==> config.mk <==
export PLATFORM = sky130hd
export DESIGN_NAME = btb_table
export DESIGN_NICKNAME = d
export VERILOG_FILES = /design/src/common/bp_pkg.sv /design/src/btb/btb_table.sv
export SDC_FILE = /design/constraint.sdc
export NUM_CORES = 2
export LEC_CHECK = 0
export BUFFER_PORTS_ARGS = -buffer_cell sky130_fd_sc_hd__buf_2
export CORE_ASPECT_RATIO = 0.5
export CORE_MARGIN = 10
export CORE_UTILIZATION = 55
export DETAILED_ROUTE_END_ITERATION = 16
export PLACE_DENSITY_LB_ADDON = 0.15
export SLEW_MARGIN = 5
export SYNTH_ARGS = -nofsm -noshare
export SYNTH_HDL_FRONTEND = slang
export SYNTH_SLANG_ARGS = --single-unit
export TNS_END_PERCENT = 20
==> constraint.sdc <==
create_clock -name clk -period 1.68 [get_ports clk]
set_clock_uncertainty 0.2 [all_clocks]
set_input_delay 0 -clock clk [delete_from_list [all_inputs] [get_ports clk]]
set_output_delay 0 -clock clk [all_outputs]
set_load 0.01 [all_outputs]
==> src/common/bp_pkg.sv <==
`default_nettype none

package bp_pkg;

    // Address and block geometry
    localparam int VADDR_W     = 32;
    localparam int INST_OFFSET = 2;
    localparam int BLOCK_W     = 3;
    localparam int SLOT_NUM    = 2;

    // Default BTB geometry, overridden from the top level
    localparam int BTB_SETS_W = 6;
    localparam int TAG_W      = 10;

    // Low target bits kept per slot
    localparam int TARGET_W = 12;

    localparam logic [VADDR_W-1:0] RESET_PC = 32'h8000_0000;

    typedef enum logic [1:0] {
        COND     = 2'd0,
        DIRECT   = 2'd1,
        INDIRECT = 2'd2
    } br_type_e;

    // High part of a target relative to the fetch PC
    typedef enum logic [1:0] {
        TAR_NONE = 2'd0,
        TAR_OV   = 2'd1,
        TAR_UN   = 2'd2
    } tar_state_e;

    typedef struct packed {
        logic                en;
        logic [BLOCK_W-1:0]  offset;
        logic [TARGET_W-1:0] target;
        tar_state_e          tar_state;
        br_type_e            br_type;
    } slot_t;

    typedef struct packed {
        logic               en;
        logic [TAG_W-1:0]   tag;
        slot_t              cond;
        slot_t              tail;
        logic [BLOCK_W-1:0] fth_addr;
    } btb_entry_t;

    typedef struct packed {
        logic                en;
        logic                hit;
        logic [VADDR_W-1:0]  start;
        logic [VADDR_W-1:0]  target;
        logic                taken;
        logic                tail_taken;
        logic [SLOT_NUM-1:0] pred_taken;
        btb_entry_t          entry;
    } pred_result_t;

    typedef struct packed {
        logic [VADDR_W-1:0]  pc;
        btb_entry_t          entry;
        logic [SLOT_NUM-1:0] taken;
    } update_t;

endpackage

`default_nettype wire

==> src/btb/btb_table.sv <==
`timescale 1ns/1ns
`default_nettype none

module btb_table #(
    parameter int BTB_SETS_W = bp_pkg::BTB_SETS_W,
    parameter int TAG_W      = bp_pkg::TAG_W
) (
    input  wire logic                       clk,
    input  wire logic                       rst_n_i,
    input  wire logic [bp_pkg::VADDR_W-1:0] lookup_pc_i,
    input  wire logic                       update_i,
    input  wire bp_pkg::update_t            update_info_i,
    output bp_pkg::btb_entry_t              entry_o,
    output logic                            hit_o
);

    localparam int SETS   = 1 << BTB_SETS_W;
    localparam int IDX_LO = bp_pkg::INST_OFFSET + bp_pkg::BLOCK_W;
    localparam int TAG_LO = IDX_LO + BTB_SETS_W;

    bp_pkg::btb_entry_t    entry_mem [SETS];
    logic [SETS-1:0]       valid_q;

    logic [BTB_SETS_W-1:0] rd_idx;
    logic [BTB_SETS_W-1:0] wr_idx;
    logic [TAG_W-1:0]      rd_tag;
    logic [TAG_W-1:0]      wr_tag;
    bp_pkg::btb_entry_t    wr_entry;

    bp_pkg::btb_entry_t    rd_entry_q;
    logic [TAG_W-1:0]      lookup_tag_q;
    logic                  rd_valid_q;

    assign rd_idx = lookup_pc_i[IDX_LO +: BTB_SETS_W];
    assign rd_tag = lookup_pc_i[TAG_LO +: TAG_W];
    assign wr_idx = update_info_i.pc[IDX_LO +: BTB_SETS_W];
    assign wr_tag = update_info_i.pc[TAG_LO +: TAG_W];

    // Stored tag always comes from the update PC
    always_comb begin
        wr_entry     = update_info_i.entry;
        wr_entry.tag = bp_pkg::TAG_W'(wr_tag);
    end

    always_ff @(posedge clk or negedge rst_n_i) begin
        if (!rst_n_i) begin
            valid_q <= '0;
        end else if (update_i) begin
            valid_q[wr_idx] <= update_info_i.entry.en;
        end
    end

    always_ff @(posedge clk) begin
        if (update_i) begin
            entry_mem[wr_idx] <= wr_entry;
        end
        rd_entry_q <= entry_mem[rd_idx];
    end

    always_ff @(posedge clk or negedge rst_n_i) begin
        if (!rst_n_i) begin
            rd_valid_q   <= 1'b0;
            lookup_tag_q <= '0;
        end else begin
            rd_valid_q   <= valid_q[rd_idx];
            lookup_tag_q <= rd_tag;
        end
    end

    assign hit_o = rd_valid_q && (rd_entry_q.tag == bp_pkg::TAG_W'(lookup_tag_q));

    always_comb begin
        entry_o    = rd_entry_q;
        entry_o.en = rd_valid_q;
    end

    // Valid array and stored entry must agree on a hit
    a_hit_valid : assert property (@(posedge clk) disable iff (!rst_n_i)
        hit_o |-> rd_entry_q.en);

endmodule

`default_nettype wire

==> summary.md <==
| Metric | Value |
|---|---|
| YS warnings | 0 |
| Peak supply drop | 0.741 mV |
| Asr flop ratio synth | 2.13% |
| Final Hold Violating Endpoints | 51 |
| Final setup viols | 412 |
| Antenna Cells | 0 |
| Mapped Nets | 5,937 |
| Avg Inst Size Synth | 22.9 µm² |
| Yosys top cell area share | 76.6% |
| Pre-antenna DRT Iters | 5 |
| Final net count | 7,207 |
| Ys flop type | edfxtp_1 |
| Die extent in y | 368 µm |
| Net Sw Power | 37.9 mW |
| Synthesized area | 0.133 mm² |
| Comb pwr share | 6.2% |
| Clock share of power | 39.0% |
| Worst hold path class | input pin to register |
| Cell Pwr Density | 1100 mW/mm² |
| Sequential share of power | 54.8% |
| Register area share after synthesis | 78.9% |
| Io pins | 178 |
| Fin. max-slew vios | 0 |
| Worst path slowest cell | dfxtp_4 |
| Minimum clock period | 2.13 ns |
| Placement row count | 127 |
| Crit-path cells | buf_12 > xnor2_2 > nand3_1 > nor3_1 > buf_2 |
| Hold WS | -0.115 ns |
| Vias | 69,600 |
| Fmax achieved | 0.469 GHz |
| CP max stage delay | 0.40 ns |
| First-pass GRT wire length | 534,000 µm |
| Sw frac | 21.3% |
| P_int | 140 mW |
| Post-synth cell types | 49 |
| Crit start category | register |
| Post-route setup slack | -0.453 ns |
| Number of global-route vias before repair | 70,700 |
| #FFs+latches synth | 3,520 |
| Synth cell count leaders | edfxtp_1 (3,392), mux4_2 (793), o22ai_1 (199) |
| Placed cells | 9,892 |
| Fin crit share | 127% |
| Num CTS Buffers | 303 |
| First DRT Iteration DRCs | 10,200 |
| Port bufs | 133 |
| Clock buffer depth | 4 |
| Failing checks | negative hold slack, negative setup slack |
| Vias per inst | 6.60 |
| Fin cells | 10,500 |
| CORE AREA | 0.240 mm² |
| Fin util | 67.2% |
| Relative slew margins | 13.8% |
| Setup tns final | -22.02 ns |
| Final antenna-violating net count | 0 |
| CP arrival | 1.93 ns |
| Lkg Pwr | 52.8 nW |
| Crit Path Category | register to primary output |
| Routed wire per std cell | 35.8 µm |
| CTS tree | yes |
| Width of the chip | 715 µm |
| Max_cap viols | 0 |
| GP Congestion | 0.860 |
| Post-CTS Setup Inserts | 0 |
| Hpwl dp | 242,000 µm |
| H-tree levels | 5 |
| Crit-path max FO | 2 |
| Largest net degree at the start of global routing | 76 |
| RSZ-0062 raised after global routing | true |
| Die area | 0.263 mm² |
| Synth area leaders | edfxtp_1 (77%), mux4_2 (13%), mux2i_1 (1.4%) |
| Critical Path End Type | primary output |
| Cells after synthesis | 5,814 |
| Sum of routed wire length over all layers | 377,000 µm |
| Gr ovfl total | 0 |
| CP Buf/Inv Count | 2 |
| Least-Margin Pin Slew | 1.29 ns |
| Drt drc | 0 |
| Clock slew at reported path FFs | 0.07 ns |
| Most numerous cell in the Yosys netlist | edfxtp_1 |
| Initial antenna violation count | 7 |
| CTS root buf | clkbuf_16 |
| Status | complete, but fails checks |
| Initial Utilization | 55.4% |
| TritonCTS Sinks | 3,520 |
| GRT Overall Usage | 28.5% |
| Area growth syn-to-layout | 21.4% |
| Tot Pwr | 178 mW |
| Skew-Pair Late Insertion Delay | 0.89 ns |
| Layout cells sized above 1 | 37.9% |
| Crit path required time | 1.48 ns |
| Synth area leader | edfxtp_1 |
| Largest delay share family, worst path | flip-flops |
| Post-synth EDFFs | 3,392 |
-- flip-flops by register name, summed over array words and instances (netlist names) --
register      flops
lookup_tag_q     10
entry_mem      3392
entry_o          53
rd_valid_q        1
valid_q          64
-- cell families after synthesis --
logic type | share of synthesized area (%)
buffers and inverters | 1.45
and+or+nand+nor | 1.19
AOI/OAI and AO/OA | 2.84
xor gates and xnor gates | 0.0659
muxes | 15.6
DFF | 78.9
-- what timing repair did --
action	CTS	global route
gates resized for setup	210	79
setup endpoints to repair	72	78
hold buffers	124	7
endpoints found under the hold margin	5473	273
pin swaps	51	41
-- per-stage QoR --
step	worst slack, ns	area (µm²)
6_report	-0.453	161000
5_1_grt	-0.534	161000
4_1_cts	-0.518	161000
3_5_place_dp	-0.869	149000
3_3_place_gp	-0.873	149000
2_1_floorplan	-1.02	134000
-- layer usage --
metal | global-route usage (%) | up-vias | wire length, µm
met5 | 0 | - | 0
met4 | 7.21 | 0 | 10700
met3 | 6.12 | 601 | 43500
met2 | 44.2 | 4377 | 177000
met1 | 41.8 | 37200 | 146000
li1 | - | 27400 | -
-- cells in the final DEF (no fill, tap or decap), types with 22 or more instances in the layout --
cell,Yosys,final
buf_4,51,639
mux2_2,88,72
mux2i_1,189,175
o221ai_1,74,55
a22oi_1,54,43
dfxtp_1,53,37
buf_12,0,399
buf_2,75,123
nand3_1,49,37
o21ai_0,30,24
dfrtp_1,75,74
clkinv_1,0,49
o22ai_2,0,46
clkbuf_1,134,76
a21oi_1,50,24
clkbuf_16,0,314
nand2_1,78,68
o22ai_1,199,136
dlygate4sd3_1,0,121
clkinv_2,0,44
mux4_2,793,793
edfxtp_1,3392,3392
nor2_1,117,42
nor4_1,34,22
nor2_4,0,62
-- power groups by stage --
| stage | Clock [mW] | Sequential (mW) | Combinational, mW |
|---|---|---|---|
| after global placement | 0 | 99.4 | 10.1 |
| after detailed placement | 0 | 99.5 | 10.3 |
| after CTS | 70.0 | 97.6 | 10.9 |
| after global routing | 73.5 | 97.6 | 11.6 |
| after floorplan | 0 | 99.4 | 5.02 |
| final | 69.5 | 97.6 | 11.0 |
-- cell type report --
class | instances | area, µm²
clock buffer | 406 | 8360
clock inverter | 131 | 1190
fill | 14900 | 78700
inverter | 1 | 6.26
multi-input combinational | 1961 | 28200
sequential | 3520 | 105000
tap | 3225 | 4040
timing repair buffer | 1297 | 14800
-- path summary, 6_finish.rpt --
path | slack (ns) | start | cells after the start | end
setup / recovery | -0.45 | entry_o[50] | 5 | hit_o
hold / removal | -0.12 | update_info_i[55] | 2 | valid_q[45]
setup reg to reg | -0.24 | entry_mem[46][34] | 6 | entry_o[34]
hold reg to reg | 0.31 | valid_q[54] | 1 | valid_q[54]
max in group asynchronous | 0.72 | rst_n_i | 4 | valid_q[20]
min in group asynchronous | 0.11 | rst_n_i | 4 | lookup_tag_q[3]
Power figures use the tool's default switching activity.
