[src/common/bp_pkg.sv]
`default_nettype none

package bp_pkg;

    // Address and block geometry
    localparam int VADDR_W     = 32;
    localparam int INST_OFFSET = 2;
    localparam int BLOCK_W     = 3;
    localparam int SLOT_NUM    = 2;

    // Default BTB geometry, overridden from the top level
    localparam int BTB_SETS_W = 6;
    localparam int TAG_W      = 10;

    // Low target bits kept per slot
    localparam int TARGET_W = 12;

    localparam logic [VADDR_W-1:0] RESET_PC = 32'h8000_0000;

    typedef enum logic [1:0] {
        COND     = 2'd0,
        DIRECT   = 2'd1,
        INDIRECT = 2'd2
    } br_type_e;

    // High part of a target relative to the fetch PC
    typedef enum logic [1:0] {
        TAR_NONE = 2'd0,
        TAR_OV   = 2'd1,
        TAR_UN   = 2'd2
    } tar_state_e;

    typedef struct packed {
        logic                en;
        logic [BLOCK_W-1:0]  offset;
        logic [TARGET_W-1:0] target;
        tar_state_e          tar_state;
        br_type_e            br_type;
    } slot_t;

    typedef struct packed {
        logic               en;
        logic [TAG_W-1:0]   tag;
        slot_t              cond;
        slot_t              tail;
        logic [BLOCK_W-1:0] fth_addr;
    } btb_entry_t;

    typedef struct packed {
        logic                en;
        logic                hit;
        logic [VADDR_W-1:0]  start;
        logic [VADDR_W-1:0]  target;
        logic                taken;
        logic                tail_taken;
        logic [SLOT_NUM-1:0] pred_taken;
        btb_entry_t          entry;
    } pred_result_t;

    typedef struct packed {
        logic [VADDR_W-1:0]  pc;
        btb_entry_t          entry;
        logic [SLOT_NUM-1:0] taken;
    } update_t;

endpackage

`default_nettype wire

[src/verilog/dir_counter_table.sv]
`timescale 1ns/1ns
`default_nettype none

module dir_counter_table #(
    parameter int BTB_SETS_W = bp_pkg::BTB_SETS_W
) (
    input  wire logic                        clk,
    input  wire logic                        rst_n_i,
    input  wire logic [bp_pkg::VADDR_W-1:0]  lookup_pc_i,
    input  wire logic                        update_i,
    input  wire bp_pkg::update_t             update_info_i,
    output logic [bp_pkg::SLOT_NUM-1:0]      dir_o
);

    localparam int SETS   = 1 << BTB_SETS_W;
    localparam int IDX_LO = bp_pkg::INST_OFFSET + bp_pkg::BLOCK_W;

    logic [1:0]                  ctr_q [SETS][bp_pkg::SLOT_NUM];
    logic [1:0]                  rd_ctr_q [bp_pkg::SLOT_NUM];
    logic [BTB_SETS_W-1:0]       rd_idx;
    logic [BTB_SETS_W-1:0]       wr_idx;
    logic [bp_pkg::SLOT_NUM-1:0] slot_en;

    assign rd_idx  = lookup_pc_i[IDX_LO +: BTB_SETS_W];
    assign wr_idx  = update_info_i.pc[IDX_LO +: BTB_SETS_W];
    assign slot_en = {update_info_i.entry.tail.en, update_info_i.entry.cond.en};

    function automatic logic [1:0] sat_step(input logic [1:0] ctr, input logic taken);
        logic [1:0] nxt;
        nxt = ctr;
        if (taken && ctr != 2'b11) begin
            nxt = ctr + 2'd1;
        end else if (!taken && ctr != 2'b00) begin
            nxt = ctr - 2'd1;
        end
        return nxt;
    endfunction

    always_ff @(posedge clk or negedge rst_n_i) begin
        if (!rst_n_i) begin
            // Weakly not taken
            for (int s = 0; s < SETS; s++) begin
                for (int k = 0; k < bp_pkg::SLOT_NUM; k++) begin
                    ctr_q[s][k] <= 2'b01;
                end
            end
            for (int k = 0; k < bp_pkg::SLOT_NUM; k++) begin
                rd_ctr_q[k] <= 2'b01;
            end
        end else begin
            for (int k = 0; k < bp_pkg::SLOT_NUM; k++) begin
                rd_ctr_q[k] <= ctr_q[rd_idx][k];
                if (update_i && slot_en[k]) begin
                    ctr_q[wr_idx][k] <= sat_step(ctr_q[wr_idx][k], update_info_i.taken[k]);
                end
            end
        end
    end

    always_comb begin
        for (int k = 0; k < bp_pkg::SLOT_NUM; k++) begin
            dir_o[k] = rd_ctr_q[k][1];
        end
    end

endmodule

`default_nettype wire

[config.mk]
export PLATFORM = sky130hd
export DESIGN_NAME = dir_counter_table
export DESIGN_NICKNAME = d
export VERILOG_FILES = /design/src/common/bp_pkg.sv /design/src/verilog/dir_counter_table.sv
export SDC_FILE = /design/constraint.sdc
export NUM_CORES = 1
export LEC_CHECK = 0
export BUFFER_PORTS_ARGS = -buffer_cell sky130_fd_sc_hd__buf_2
export CORE_ASPECT_RATIO = 1.2
export CORE_MARGIN = 2
export CORE_UTILIZATION = 30
export CTS_CLUSTER_SIZE = 10
export DETAILED_ROUTE_END_ITERATION = 10
export PLACE_DENSITY = 0.46
export SYNTH_ARGS = -nofsm -noshare
export SYNTH_HDL_FRONTEND = slang
export SYNTH_SLANG_ARGS = --single-unit
[constraint.sdc]
create_clock -name clk -period 3.8 [get_ports clk]
set_input_delay 0.57 -clock clk [delete_from_list [all_inputs] [get_ports clk]]
set_output_delay 0.57 -clock clk [all_outputs]
set_load 0.02 [all_outputs]
==> summary by stage <==
Cells and area
The most common cell after layout, fill and taps aside is sky130_fd_sc_hd__nand2_1. The summed area of non-filler cells in the final layout is roughly 17000 um2. The antenna diode instance count is 0. The top cell types in the final layout, fill and taps aside, are sky130_fd_sc_hd__nand2_1, sky130_fd_sc_hd__nor2_1, sky130_fd_sc_hd__a31oi_1, sky130_fd_sc_hd__dfrtp_1, sky130_fd_sc_hd__dfstp_2.

Compared with the post-synthesis result, the final layout area differs by 17.3%. The net count of the finished layout is 1671. The fraction of final layout cells with drive strength greater than 1 is about 28%. The post-layout utilization of the core is 35.5%.

Routing
The overall routed net length is slightly above 50000 um. Dividing the detail-routed wire length by the instance count gives 23.3 um. The remaining antenna violation count is 0. Before antenna repair, the detailed router went through 5 iterations. The total via count after detailed routing is ~12000. The post-detailed-route via-to-cell ratio is around 5.6. For this run, design rule violations remaining after detail routing come to 0. The number of DRC markers after the initial detailed-route iteration is about 780.

STA
The number of setup violations in the final report is 0. The transition time of the tightest slew-check pin is 980 ps. The max-slew violation count is 0.

The hold violation count in the final report is 0. Setup repair after global routing left no endpoint under its margin. The worst path needs 3380 ps of the cycle, external delays included. The final hold slack is 99.1 ps. The upper clock frequency limit is 0.296 GHz. The worst pin sits at a relative slew slack of 34.4%. The final critical path takes up 88.9% of the cycle.

On the final layout, the worst clock skew is 15.0 ps.

CTS
The number of clock buffers added by TritonCTS is 31. The deepest level of the CTS H-tree is 1. The later pin in the worst-skew pair is clocked with a latency of just under 600 ps.

TritonCTS built the clock tree. The buffer levels on the longest clock path is 3. Once the clock tree was built, the resizer swapped 0 gates to a different size. The clock-pin slew on the worst setup and hold paths is ~60 ps. The number of clock sinks is 258. The number of setup buffers added after CTS is 0. The number of buffers inserted by hold repair at cts is 0. The cell at the root of the clock tree is sky130_fd_sc_hd__clkbuf_16.

Global routing
The global-route wire length before repair is approximately 80000 um. The number of antenna violations at the first check in global routing is 0. The most used routing layer is met2. Global routing consumed, on the met3 layer, 2.39% of the routing resources. The total routing usage reported by global routing is 20.2%. The routing usage on met2 is 34.4%.

For this run the aggregate overflow at the end of global routing stands at 0. The number of global-route vias before repair is 12700. The largest net degree at the start of global routing is 113.

The met1 usage in global routing is between 20% and 30%.

Yosys
The synthesized design contains 0 enable-type register cells. In this run, synthesis produced a sequential element count of 258. The total nets after synthesis is 1613. For this run, the leading register cell type out of synthesis is sky130_fd_sc_hd__dfrtp_1. By area the synthesized netlist is led by sky130_fd_sc_hd__dfstp_2, sky130_fd_sc_hd__dfrtp_1, sky130_fd_sc_hd__mux4_2. In the synthesized netlist, the number of instances is between 1000 and 1500.

The library cell with the largest summed area after synthesis is sky130_fd_sc_hd__dfstp_2. Of the post-synthesis cell area, the dominant cell type holds 22.6%. The number of warnings issued by yosys is 0.

The average instance in the mapped netlist occupies about 10 um2. The post-synthesis sequential area ratio is 44.5%. The cell area that synthesis handed to floorplanning was 14900 um2.

The distinct cell type count after synthesis is 56. The async set-reset flop share out of synthesis is 100%.

Placed design
Detailed placement finished with a half-perimeter wire length of ~35000 um. The number of I/O port buffers is 20. Routability-driven placement finished with a final weighted congestion of 0.843. The area of placed instances is roughly 17000 um2.

Min path
The worst hold path class is primary input to asynchronous set/reset pin.

Floorplanning
Pin placement for this block handled 125 I/O pins. The area of the core is 49100 um2. The die covers between 50000 and 60000 um2. The floorplan step set the die width to 207 um. The vertical die dimension is ~250 um. The effective utilization at floorplan is 30.3%. The total number of placement rows is 89.

Pwr
The power density normalized to cell area is approximately 460 nW/um2. The total power draw is 0.00796 W. In this run the static leakage power is 6.79 nW. VDD sags by at most roughly 0.3 mV.

Worst setup path
The nature of the critical path endpoint is a flop. The worst setup path is launched from a primary input. The critical path is of the primary input to flop type. Data on the critical path is required at its endpoint by 4300 ps.

The setup slack of the worst register-to-register path is 500 ps. The maximum fanout encountered on the critical timing path is 32. The critical path arrival is 3880 ps.

Run
The tool flagged a number of max-cap violations equal to 0.

Outcome
The flow ran to the end, and the final reports show no timing, DRC or antenna violations.
layout make-up:
cell class	instances	area [um2]
Clock buffer	55	906
Tap cell	637	797
Sequential cell	258	6620
Multi-Input combinational cell	1075	7650
Clock inverter	2	35.0
Inverter	25	93.8
Timing Repair Buffer	153	1350
Fill cell	4873	31700
Yosys cell counts (7+ instances only):
library cell	instances
sky130_fd_sc_hd__nand2_1	213
sky130_fd_sc_hd__nor2_1	154
sky130_fd_sc_hd__a31oi_1	130
sky130_fd_sc_hd__dfrtp_1	130
sky130_fd_sc_hd__dfstp_2	128
sky130_fd_sc_hd__mux2i_1	80
sky130_fd_sc_hd__clkbuf_1	74
sky130_fd_sc_hd__or3_1	72
sky130_fd_sc_hd__mux4_2	71
sky130_fd_sc_hd__o31ai_1	55
sky130_fd_sc_hd__nand3_1	47
sky130_fd_sc_hd__buf_2	33
sky130_fd_sc_hd__o22ai_1	28
sky130_fd_sc_hd__a21oi_1	26
sky130_fd_sc_hd__mux2_2	26
sky130_fd_sc_hd__inv_1	24
sky130_fd_sc_hd__nand4_1	24
sky130_fd_sc_hd__a221oi_1	22
sky130_fd_sc_hd__nor3_1	22
sky130_fd_sc_hd__a22oi_1	20
sky130_fd_sc_hd__buf_1	10
sky130_fd_sc_hd__a31o_2	9
sky130_fd_sc_hd__nor2b_1	8
sky130_fd_sc_hd__buf_6	7
per-layer routing:
metal,routed length (um),up-vias,part of all wire [%]
met5,0,-,0
met4,1960,0,3.8
met3,2440,106,4.7
met2,24900,358,48
met1,22100,6111,43
li1,-,5705,-
metrics by stage:
| step | instances | setup TNS (ps) | worst slack [ps] |
|---|---|---|---|
| 6_report | 2205 | 0 | 424 |
| 5_1_grt | 2205 | 0 | 257 |
| 4_1_cts | 2205 | 0 | 424 |
| 3_5_place_dp | 2148 | -12850 | -165 |
| 3_3_place_gp | 2148 | -17370 | -177 |
| 2_1_floorplan | 1486 | 0 | 10.9 |
kinds of logic after synthesis:
group           share of synthesized area [%]
flops                                    44.5
mux                                      18.1
buf+inv                                  4.57
simple gates                             17.8
fa+ha+maj                               0.336
compound gates                           14.8
state kept, by name, summed over array words and instances, names as in the netlist:
register and flops:
ctr_q 256, dir_o 2
power breakdown:
group	leakage (nW)	total, W	internal [W]	switching (W)
logic	3.28	0.00167	0.000709	0.000959
registers	3.06	0.00344	0.00322	0.000228
clock network	0.452	0.00285	0.00166	0.00119
total	6.79	0.00796	0.00558	0.00238
critical path, cell delays in order:
cell,delay (ps)
sky130_fd_sc_hd__buf_4,220
sky130_fd_sc_hd__nor2_1,780
sky130_fd_sc_hd__buf_4,280
sky130_fd_sc_hd__a22oi_1,90
sky130_fd_sc_hd__o221ai_1,250
sky130_fd_sc_hd__a221o_1,250
sky130_fd_sc_hd__nor3_1,70
sky130_fd_sc_hd__buf_4,150
sky130_fd_sc_hd__ha_1,240
sky130_fd_sc_hd__mux2_2,330
sky130_fd_sc_hd__buf_12,180
sky130_fd_sc_hd__or3_1,360
sky130_fd_sc_hd__nand3_1,100
worst paths after layout:
path	endpoint	cells past startpoint	start
hold / removal	ctr_q[225]	1	rst_n_i
hold reg to reg	ctr_q[96]	2	ctr_q[96]
setup reg to reg	ctr_q[180]	12	ctr_q[116]
max in group asynchronous	ctr_q[198]	2	rst_n_i
min in group clk	dir_o[0]	2	lookup_pc_i[10]
setup / recovery	ctr_q[180]	13	update_info_i[61]
Note: power is estimated with default switching activity, not from simulation.
