$ cat src/common/bp_pkg.sv
`default_nettype none

package bp_pkg;

    // Address and block geometry
    localparam int VADDR_W     = 32;
    localparam int INST_OFFSET = 2;
    localparam int BLOCK_W     = 3;
    localparam int SLOT_NUM    = 2;

    // Default BTB geometry, overridden from the top level
    localparam int BTB_SETS_W = 6;
    localparam int TAG_W      = 10;

    // Low target bits kept per slot
    localparam int TARGET_W = 12;

    localparam logic [VADDR_W-1:0] RESET_PC = 32'h8000_0000;

    typedef enum logic [1:0] {
        COND     = 2'd0,
        DIRECT   = 2'd1,
        INDIRECT = 2'd2
    } br_type_e;

    // High part of a target relative to the fetch PC
    typedef enum logic [1:0] {
        TAR_NONE = 2'd0,
        TAR_OV   = 2'd1,
        TAR_UN   = 2'd2
    } tar_state_e;

    typedef struct packed {
        logic                en;
        logic [BLOCK_W-1:0]  offset;
        logic [TARGET_W-1:0] target;
        tar_state_e          tar_state;
        br_type_e            br_type;
    } slot_t;

    typedef struct packed {
        logic               en;
        logic [TAG_W-1:0]   tag;
        slot_t              cond;
        slot_t              tail;
        logic [BLOCK_W-1:0] fth_addr;
    } btb_entry_t;

    typedef struct packed {
        logic                en;
        logic                hit;
        logic [VADDR_W-1:0]  start;
        logic [VADDR_W-1:0]  target;
        logic                taken;
        logic                tail_taken;
        logic [SLOT_NUM-1:0] pred_taken;
        btb_entry_t          entry;
    } pred_result_t;

    typedef struct packed {
        logic [VADDR_W-1:0]  pc;
        btb_entry_t          entry;
        logic [SLOT_NUM-1:0] taken;
    } update_t;

endpackage

`default_nettype wire

$ cat src/verilog/pred_result_gen.sv
`timescale 1ns/1ns
`default_nettype none

module pred_result_gen #(
    parameter bit USE_BTB_READ = 1'b1,
    parameter bit USE_IND      = 1'b0
) (
    input  wire bp_pkg::pred_result_t        result_i,
    input  wire bp_pkg::btb_entry_t          entry_i,
    input  wire logic                        btb_hit_i,
    input  wire logic [bp_pkg::SLOT_NUM-1:0] dir_i,
    input  wire logic [bp_pkg::VADDR_W-1:0]  ind_target_i,
    output bp_pkg::pred_result_t             result_o,
    output logic                             redirect_o
);

    localparam int VADDR_W = bp_pkg::VADDR_W;
    localparam int HIGH_W  = VADDR_W - bp_pkg::TARGET_W - bp_pkg::INST_OFFSET;

    logic                        hit;
    bp_pkg::btb_entry_t          entry;
    bp_pkg::btb_entry_t          entry_out;
    logic [VADDR_W-1:0]          pc;

    logic [bp_pkg::SLOT_NUM-1:0] br_taken;
    logic [bp_pkg::SLOT_NUM-1:0] pred_taken;
    logic                        older;
    logic                        any_br;
    logic                        tail_taken;
    logic [VADDR_W-1:0]          br_target;
    logic [VADDR_W-1:0]          tail_target;
    logic [VADDR_W-1:0]          fth_target;
    logic [VADDR_W-1:0]          predict_pc;
    logic [bp_pkg::BLOCK_W:0]    fth_off;

    // PC high part, adjusted by the target state, then low target bits
    function automatic logic [VADDR_W-1:0] build_target(
        input logic [VADDR_W-1:0] base,
        input bp_pkg::slot_t      slot
    );
        logic [HIGH_W-1:0] high;
        high = base[VADDR_W-1 -: HIGH_W];
        case (slot.tar_state)
            bp_pkg::TAR_OV: high = high + 1'b1;
            bp_pkg::TAR_UN: high = high - 1'b1;
            default:        high = high;
        endcase
        return {high, slot.target, {bp_pkg::INST_OFFSET{1'b0}}};
    endfunction

    generate
        if (USE_BTB_READ) begin : g_btb_read
            assign hit       = btb_hit_i | result_i.hit;
            assign entry     = btb_hit_i ? entry_i : result_i.entry;
            assign entry_out = hit ? entry : '0;
        end else begin : g_carried
            assign hit       = result_i.hit;
            assign entry     = result_i.entry;
            assign entry_out = result_i.entry;
        end
    endgenerate

    assign pc = result_i.start;

    assign br_taken[0] = entry.cond.en & dir_i[0];
    assign br_taken[1] = entry.tail.en & (entry.tail.br_type == bp_pkg::COND) & dir_i[1];

    // Lower offset wins when both slots are taken
    assign older         = entry.cond.offset < entry.tail.offset;
    assign pred_taken[0] = br_taken[0] & (older | ~br_taken[1]);
    assign pred_taken[1] = br_taken[1] & (~older | ~br_taken[0]);
    assign any_br        = |pred_taken;

    assign br_target = pred_taken[0] ? build_target(pc, entry.cond)
                                     : build_target(pc, entry.tail);

    assign tail_taken = entry.tail.en & (entry.tail.br_type != bp_pkg::COND);

    always_comb begin
        if (USE_IND && entry.tail.br_type == bp_pkg::INDIRECT) begin
            tail_target = ind_target_i;
        end else begin
            tail_target = build_target(pc, entry.tail);
        end
    end

    assign fth_off    = (bp_pkg::BLOCK_W + 1)'(entry.fth_addr) + 1'b1;
    assign fth_target = pc + VADDR_W'({fth_off, {bp_pkg::INST_OFFSET{1'b0}}});

    assign predict_pc = any_br     ? br_target   :
                        tail_taken ? tail_target : fth_target;

    always_comb begin
        result_o            = result_i;
        result_o.hit        = hit;
        result_o.target     = hit ? predict_pc : result_i.target;
        result_o.taken      = hit & (any_br | tail_taken);
        result_o.tail_taken = hit & ~any_br & tail_taken;
        result_o.pred_taken = hit ? pred_taken : '0;
        result_o.entry      = entry_out;
    end

    assign redirect_o = result_i.en & hit &
                        ((pred_taken != result_i.pred_taken) |
                         (~any_br & tail_taken & (tail_target != result_i.target)));

    always_comb begin
        a_one_taken : assert #0 ($onehot0(result_o.pred_taken));
    end

endmodule

`default_nettype wire

$ cat config.mk
export PLATFORM = sky130hd
export DESIGN_NAME = pred_result_gen
export DESIGN_NICKNAME = d
export VERILOG_FILES = /design/src/common/bp_pkg.sv /design/src/verilog/pred_result_gen.sv
export SDC_FILE = /design/constraint.sdc
export NUM_CORES = 1
export LEC_CHECK = 0
export BUFFER_PORTS_ARGS = -buffer_cell sky130_fd_sc_hd__buf_4
export CAP_MARGIN = 5
export CELL_PAD_IN_SITES_DETAIL_PLACEMENT = 2
export CELL_PAD_IN_SITES_GLOBAL_PLACEMENT = 2
export CORE_ASPECT_RATIO = 1.75
export CORE_UTILIZATION = 23
export DETAILED_ROUTE_END_ITERATION = 6
export GPL_TIMING_DRIVEN = 0
export PLACE_DENSITY = 0.95
export RECOVER_POWER = 25
export SETUP_SLACK_MARGIN = 0.02
export SLEW_MARGIN = 30
export SYNTH_ARGS = -nofsm -noshare
export SYNTH_HDL_FRONTEND = slang
export SYNTH_SLANG_ARGS = --single-unit
$ cat constraint.sdc
create_clock -name vclk -period 11
set_clock_uncertainty 0.1 [all_clocks]
set_input_delay 2.2 -clock vclk [all_inputs]
set_output_delay 2.2 -clock vclk [all_outputs]
set_load 0.02 [all_outputs]
==> impl_metrics.yaml, run 1 <==
pwr:
  power_frac_seq_pct: 0
  clock_share_of_power_pct: 0
  p_leak_uw: 0.00324
  internal_power_uw: 185
  power_frac_comb_pct: 100.0
  total_switching_power_uw: 318
  swShare_pct: 63.2
  report.power.total_uw: 503
  worst_ir_drop_vdd_v: 0.0000174
  p_per_area_nw_per_um2: 65.6
synthesis:
  yosysSeqAreaShare_pct: 0
  library_cell_with_the_highest_instance_count_after_synthesis: "sky130_fd_sc_hd__nor2_1"
  netlist-cell-type-count: 74
  netlist_top_cells_count: "70 x sky130_fd_sc_hd__nor2_1, 69 x sky130_fd_sc_hd__nand2_1, 65 x sky130_fd_sc_hd__clkbuf_1"
  postSynthCellCount: 807
  synth_top_cell_by_area: "sky130_fd_sc_hd__mux2i_1"
  netlist_top_cells_area: "sky130_fd_sc_hd__mux2i_1 7.8%, sky130_fd_sc_hd__a22o_1 6.1%, sky130_fd_sc_hd__a21oi_1 5.8%, sky130_fd_sc_hd__nor2_1 5.1%, sky130_fd_sc_hd__nand2_1 5.0%"
  syn_area_per_cell_um2: 6.39
  synthesis.yosys.warnings: 0
  post_synthesis_cell_area_um2: 5160
  synth.net_count: 1034
  synth_top_area_share_pct: 7.76
placement:
  routability_cong: 1.06
  place_inst: 1399
  place_hpwl_um: 34200
  placement.io_buffers: 296
floorplanning:
  core.rowCount: 72
  core_area_um2: 22100
  die-height_um: 200
  floorplan.die_area_um2: 23100
  initial_core_util_pct: 23.4
  floorplan.io_pins: 338
  die_w_um: 115
sta:
  final_min_period_over_clock_period_pct: 96.0
  hold_viol_final: 0
  setup_tns_ps: 0
  period_needed_ps: 10550
  rsz_0062_raised_after_global_routing: "false"
  report.final.slew_viol_count: 0
  setup_violations: 0
  timing.slew.headroom_pct: 34.0
  worstMarginPinSlew_ps: 963
  max_freq_mhz: 94.7
finish:
  multiInputGateArea_um2: 4500
  fill_cells: 2730
  layout.area.seq_um2: 0
  areaGrowthSynthToFinish_pct: 48.4
  fraction_of_final_layout_cells_with_drive_strength_greater_than_1_pct: 30.9
  n_clock_buffer: 0
  design.seq.count: 0
  finished_layout_cells: 1399
  finalNetCount: 1331
drt:
  detail-route-antenna-nets: 0
  route.final.wire_length_um: 41800
  initialDrtViolationCount: 680
  route.detailed.wl_per_inst_um: 29.8
  detailroute.via_count: 8537
  drt-pass1-iter-count: 5
  drt-vias-per-instance: 6.10
  drcViolationCount: 0
grt:
  grt_overflow_total: 0
  first_global_vias: 9302
  grt_antenna_before_repair: 2
  grt_max_degree: 20
  grt_pass1_wl_um: 58900
  grt.total_usage_pct: 34.9
job:
  max_cap_violations: 0
setup_path:
  critPathKind: "primary input to primary output"
  worst-path-max-fanout: 19
  end_kind: "primary output"
  startpoint_class: "primary input"
  arrival_ps: 8250
  worst_ep_required_time_ps: 8700
cts:
  cts.hold.buffers_added: 0
worst_hold_path:
  timing.hold.worst.class: "primary input to primary output"
  hold_path_depth: 2
outcome:
  outcome: "complete, no violations"
final timing paths:
kind	from	endpoint	slack (ps)
max	btb_hit_i	redirect_o	450
min	result_i[111]	result_o[111]	4560
placed cells by master, fill, tap and decap left out, types with 9 or more instances in the layout:
cell type                    n
sky130_fd_sc_hd__a21oi_1    59
sky130_fd_sc_hd__a221oi_1   13
sky130_fd_sc_hd__a22o_1     36
sky130_fd_sc_hd__a22oi_1     9
sky130_fd_sc_hd__a31oi_1    13
sky130_fd_sc_hd__buf_4     299
sky130_fd_sc_hd__clkbuf_1   94
sky130_fd_sc_hd__ha_1       13
sky130_fd_sc_hd__inv_1      29
sky130_fd_sc_hd__mux2i_1    40
sky130_fd_sc_hd__nand2_1    69
sky130_fd_sc_hd__nand2b_1    9
sky130_fd_sc_hd__nand3_1    19
sky130_fd_sc_hd__nand4_1    20
sky130_fd_sc_hd__nor2_1     70
sky130_fd_sc_hd__nor3_1     25
sky130_fd_sc_hd__nor4_1     19
sky130_fd_sc_hd__o21ai_0    35
sky130_fd_sc_hd__o22ai_1    20
sky130_fd_sc_hd__or3_1       9
sky130_fd_sc_hd__xnor2_1    27
sky130_fd_sc_hd__xor2_1     21
worst max-delay path, cell delays in order:
cell	delay [ps]
sky130_fd_sc_hd__clkbuf_1	240
sky130_fd_sc_hd__buf_2	390
sky130_fd_sc_hd__buf_2	420
sky130_fd_sc_hd__buf_2	610
sky130_fd_sc_hd__mux2i_1	420
sky130_fd_sc_hd__inv_1	100
sky130_fd_sc_hd__ha_1	290
sky130_fd_sc_hd__clkbuf_1	430
sky130_fd_sc_hd__clkbuf_1	620
sky130_fd_sc_hd__clkbuf_1	620
sky130_fd_sc_hd__o21ai_0	310
sky130_fd_sc_hd__xnor2_1	280
sky130_fd_sc_hd__o2111ai_1	310
sky130_fd_sc_hd__nor4b_1	500
sky130_fd_sc_hd__a31oi_1	260
sky130_fd_sc_hd__buf_4	230
routing by layer:
| layer | track usage (%) | vias up | wire, um |
|---|---|---|---|
| met5 | 0 | - | 17 |
| met4 | 29.7 | 2 | 4190 |
| met3 | 8.77 | 228 | 3820 |
| met2 | 61.5 | 577 | 20500 |
| met1 | 33.0 | 4114 | 13200 |
| li1 | - | 3616 | - |
timing repair:
action | in CTS | in global routing
endpoints found under the setup margin | 1 | 0
resized for setup | 0 | 0
buffers inserted | 0 | 0
cells by family (layout without fill, tap and decap cells):
kind of cell,after synthesis,after routing,synth area share [%]
simple gates,287,287,28.4
compound gates,267,267,36.7
mux,50,50,9.99
xor+xnor,48,48,8.15
fa+ha+maj,14,14,3.54
other cells,0,1,0
buf+inv,141,436,13.2
final cells by class:
| type | instances | share of cell area, % |
|---|---|---|
| plain buffers | 109 | 7.34 |
| multi-input cells | 666 | 58.8 |
| well taps | 296 | 4.84 |
| repair buffers | 296 | 27.5 |
| inverters | 31 | 1.52 |
| diodes | 1 | 0.0327 |
through the flow:
| stage | instance area (um2) | utilization, % | worst slack, ps | hold slack (ps) |
|---|---|---|---|---|
| after floorplan | 5160 | - | 2660 | 4410 |
| after global placement | 7750 | 35.1 | 267 | 4500 |
| after detailed placement | 7770 | 35.2 | 25.6 | 4500 |
| after CTS | 7760 | 35.2 | 528 | 4500 |
| after global routing | 7660 | 34.7 | 458 | 4560 |
| final | 7660 | 34.7 | 445 | 4560 |
power groups by stage:
stage	combinational (uW)	clock [uW]	sequential (uW)
after floorplan	252	0	0
after global placement	474	0	0
after detailed placement	491	0	0
after CTS	493	0	0
after global routing	520	0.0000122	0
final	503	0.0000122	0
No activity file was read; power rests on OpenSTA's default activity.
==> run 2: changes to the inputs <==
--- a/config.mk
+++ b/config.mk
@@ -9,10 +9,11 @@
 export CAP_MARGIN = 5
 export CELL_PAD_IN_SITES_DETAIL_PLACEMENT = 2
 export CELL_PAD_IN_SITES_GLOBAL_PLACEMENT = 2
-export CORE_ASPECT_RATIO = 1.75
+export CORE_ASPECT_RATIO = 0.75
 export CORE_UTILIZATION = 23
 export DETAILED_ROUTE_END_ITERATION = 6
 export GPL_TIMING_DRIVEN = 0
+export MAX_ROUTING_LAYER = met4
 export PLACE_DENSITY = 0.95
 export RECOVER_POWER = 25
 export SETUP_SLACK_MARGIN = 0.02
==> impl_metrics.yaml, run 2 (synthesis results as in run 1) <==
setup_path:
  startpoint_class: "primary input"
  end_kind: "primary output"
  arrival_ps: 8370
  worst_ep_required_time_ps: 8700
  worst-path-max-fanout: 19
  critPathKind: "primary input to primary output"
grt:
  grt_antenna_before_repair: 0
  grt_overflow_total: 0
  grt_max_degree: 20
  first_global_vias: 9014
  grt_pass1_wl_um: 55300
  grt.total_usage_pct: 32.2
pwr:
  power_frac_comb_pct: 100.0
  total_switching_power_uw: 304
  internal_power_uw: 185
  power_frac_seq_pct: 0
  swShare_pct: 62.2
  p_leak_uw: 0.00324
  p_per_area_nw_per_um2: 63.8
  clock_share_of_power_pct: 0
  worst_ir_drop_vdd_v: 0.0000233
placement:
  routability_cong: 1.01
  place_inst: 1397
  place_hpwl_um: 31400
  placement.io_buffers: 296
  placement.setup.worst_slack_ps: -244
  postPlaceCellArea_um2: 7760
drt:
  drt-vias-per-instance: 6.14
  drt-pass1-iter-count: 7
  detailroute.via_count: 8575
  route.detailed.wl_per_inst_um: 27.3
  initialDrtViolationCount: 722
  route.final.wire_length_um: 38200
  detail-route-antenna-nets: 0
  drcViolationCount: 12
outcome:
  violations: "DRC"
  outcome: "complete, but fails checks"
finish:
  commonest_non_fill_non_tap_cell_in_the_layout: "sky130_fd_sc_hd__buf_4"
  finished_layout_cells: 1396
  antennaDiodeCount: 0
  fraction_of_final_layout_cells_with_drive_strength_greater_than_1_pct: 30.8
  fill_cells: 2733
  final_cell_mix: "299 x sky130_fd_sc_hd__buf_4, 94 x sky130_fd_sc_hd__clkbuf_1, 70 x sky130_fd_sc_hd__nor2_1"
  areaGrowthSynthToFinish_pct: 48.3
  layout.area.seq_um2: 0
  finalNetCount: 1331
  n_clock_buffer: 0
  design.seq.count: 0
  final_design_area_no_fill_um2: 7650
sta:
  worstMarginPinSlew_ps: 925
  hold_viol_final: 0
  finalWorstSetupSlack_ps: 329
  final_min_period_over_clock_period_pct: 97.0
  setup_tns_ps: 0
  rsz_0062_raised_after_global_routing: "false"
  report.final.slew_viol_count: 0
  setup_violations: 0
  timing.slew.headroom_pct: 37.8
  max_freq_mhz: 93.7
  holdWs_ps: 4560
  period_needed_ps: 10670
floorplanning:
  floorplan.io_pins: 338
  die_w_um: 175
  die-height_um: 132
  core.rowCount: 47
  initial_core_util_pct: 23.4
  floorplan.die_area_um2: 23000
  core_area_um2: 22100
worst_hold_path:
  hold_path_depth: 2
  min_to: "result_o[117]"
  holdCritStartpoint: "result_i[117]"
  timing.hold.worst.class: "primary input to primary output"
job:
  max_cap_violations: 0
cts:
  cts.repair_timing.setup_buffer_count: 0
==> run 2: cell count changes in the layout (fill, tap and decap cells not counted) <==
cell / before / now
sky130_fd_sc_hd__o31ai_1: 8 / 9
sky130_fd_sc_hd__o31ai_2: 1 / 0
sky130_fd_sc_hd__nor4b_1: 1 / 0
sky130_fd_sc_hd__clkbuf_2: 1 / 0
sky130_fd_sc_hd__buf_1: 2 / 3
sky130_fd_sc_hd__diode_2: 1 / 0
sky130_fd_sc_hd__nor4b_2: 1 / 2
==> run 2: stage by stage <==
stage | utilization, % | total power (uW)
global route | 34.7 | 507
CTS | 35.2 | 481
finish | 34.7 | 488
global placement | 35.1 | 457
detailed placement | 35.2 | 479
floorplan | - | 252
==> run 2: worst max-delay path by stage <==
| stage | start | endpoint | slack [ps] | cells past startpoint |
|---|---|---|---|---|
| 2_1_floorplan | btb_hit_i | redirect_o | 2660 | 17 |
| 3_3_place_gp | btb_hit_i | redirect_o | 90 | 17 |
| 3_5_place_dp | btb_hit_i | redirect_o | -240 | 17 |
| 4_1_cts | btb_hit_i | redirect_o | 210 | 16 |
| 5_1_grt | btb_hit_i | redirect_o | 100 | 16 |
| 6_report | btb_hit_i | redirect_o | 330 | 16 |
==> run 2: final cells by class <==
| cell class | count | area [um2] | share of cell area, % |
|---|---|---|---|
| buffer | 109 | 561 | 7.33 |
| multi-input combinational | 666 | 4500 | 58.8 |
| tap | 294 | 368 | 4.81 |
| timing repair buffer | 296 | 2110 | 27.5 |
| inverter | 31 | 116 | 1.52 |
==> run 2: layer usage <==
layer / GRT usage (%) / wire length, um / part of all wire (%) / vias up
met4: 10.2 / 1300 / 3.4 / 0
met5: - / 0 / 0 / -
li1: - / - / - / 3620
met2: 52.2 / 17500 / 46 / 537
met1: 40.2 / 15700 / 41 / 4295
met3: 5.93 / 3670 / 9.6 / 123
==> run 2: power groups by stage <==
stage / sequential, uW / clock (uW) / combinational [uW]
after detailed placement: 0 / 0 / 479
after CTS: 0 / 0 / 481
after global routing: 0 / 0 / 507
final: 0 / 0 / 488
after floorplan: 0 / 0 / 252
after global placement: 0 / 0 / 457
==> run 2: worst max-delay path, cell delays in order <==
cell                        delay, ps
sky130_fd_sc_hd__clkbuf_1         270
sky130_fd_sc_hd__buf_2            410
sky130_fd_sc_hd__buf_2            470
sky130_fd_sc_hd__buf_2            630
sky130_fd_sc_hd__mux2i_1          530
sky130_fd_sc_hd__inv_1            110
sky130_fd_sc_hd__ha_1             290
sky130_fd_sc_hd__clkbuf_1         350
sky130_fd_sc_hd__clkbuf_1         620
sky130_fd_sc_hd__buf_1            660
sky130_fd_sc_hd__o21ai_0          380
sky130_fd_sc_hd__xnor2_1          310
sky130_fd_sc_hd__o2111ai_1        260
sky130_fd_sc_hd__nor4b_2          470
sky130_fd_sc_hd__a31oi_1          170
sky130_fd_sc_hd__buf_4            200
==> run 2: timing repair <==
action,CTS,global route
resized for setup,0,2
setup endpoints to repair,1,1
hold buffers,0,0
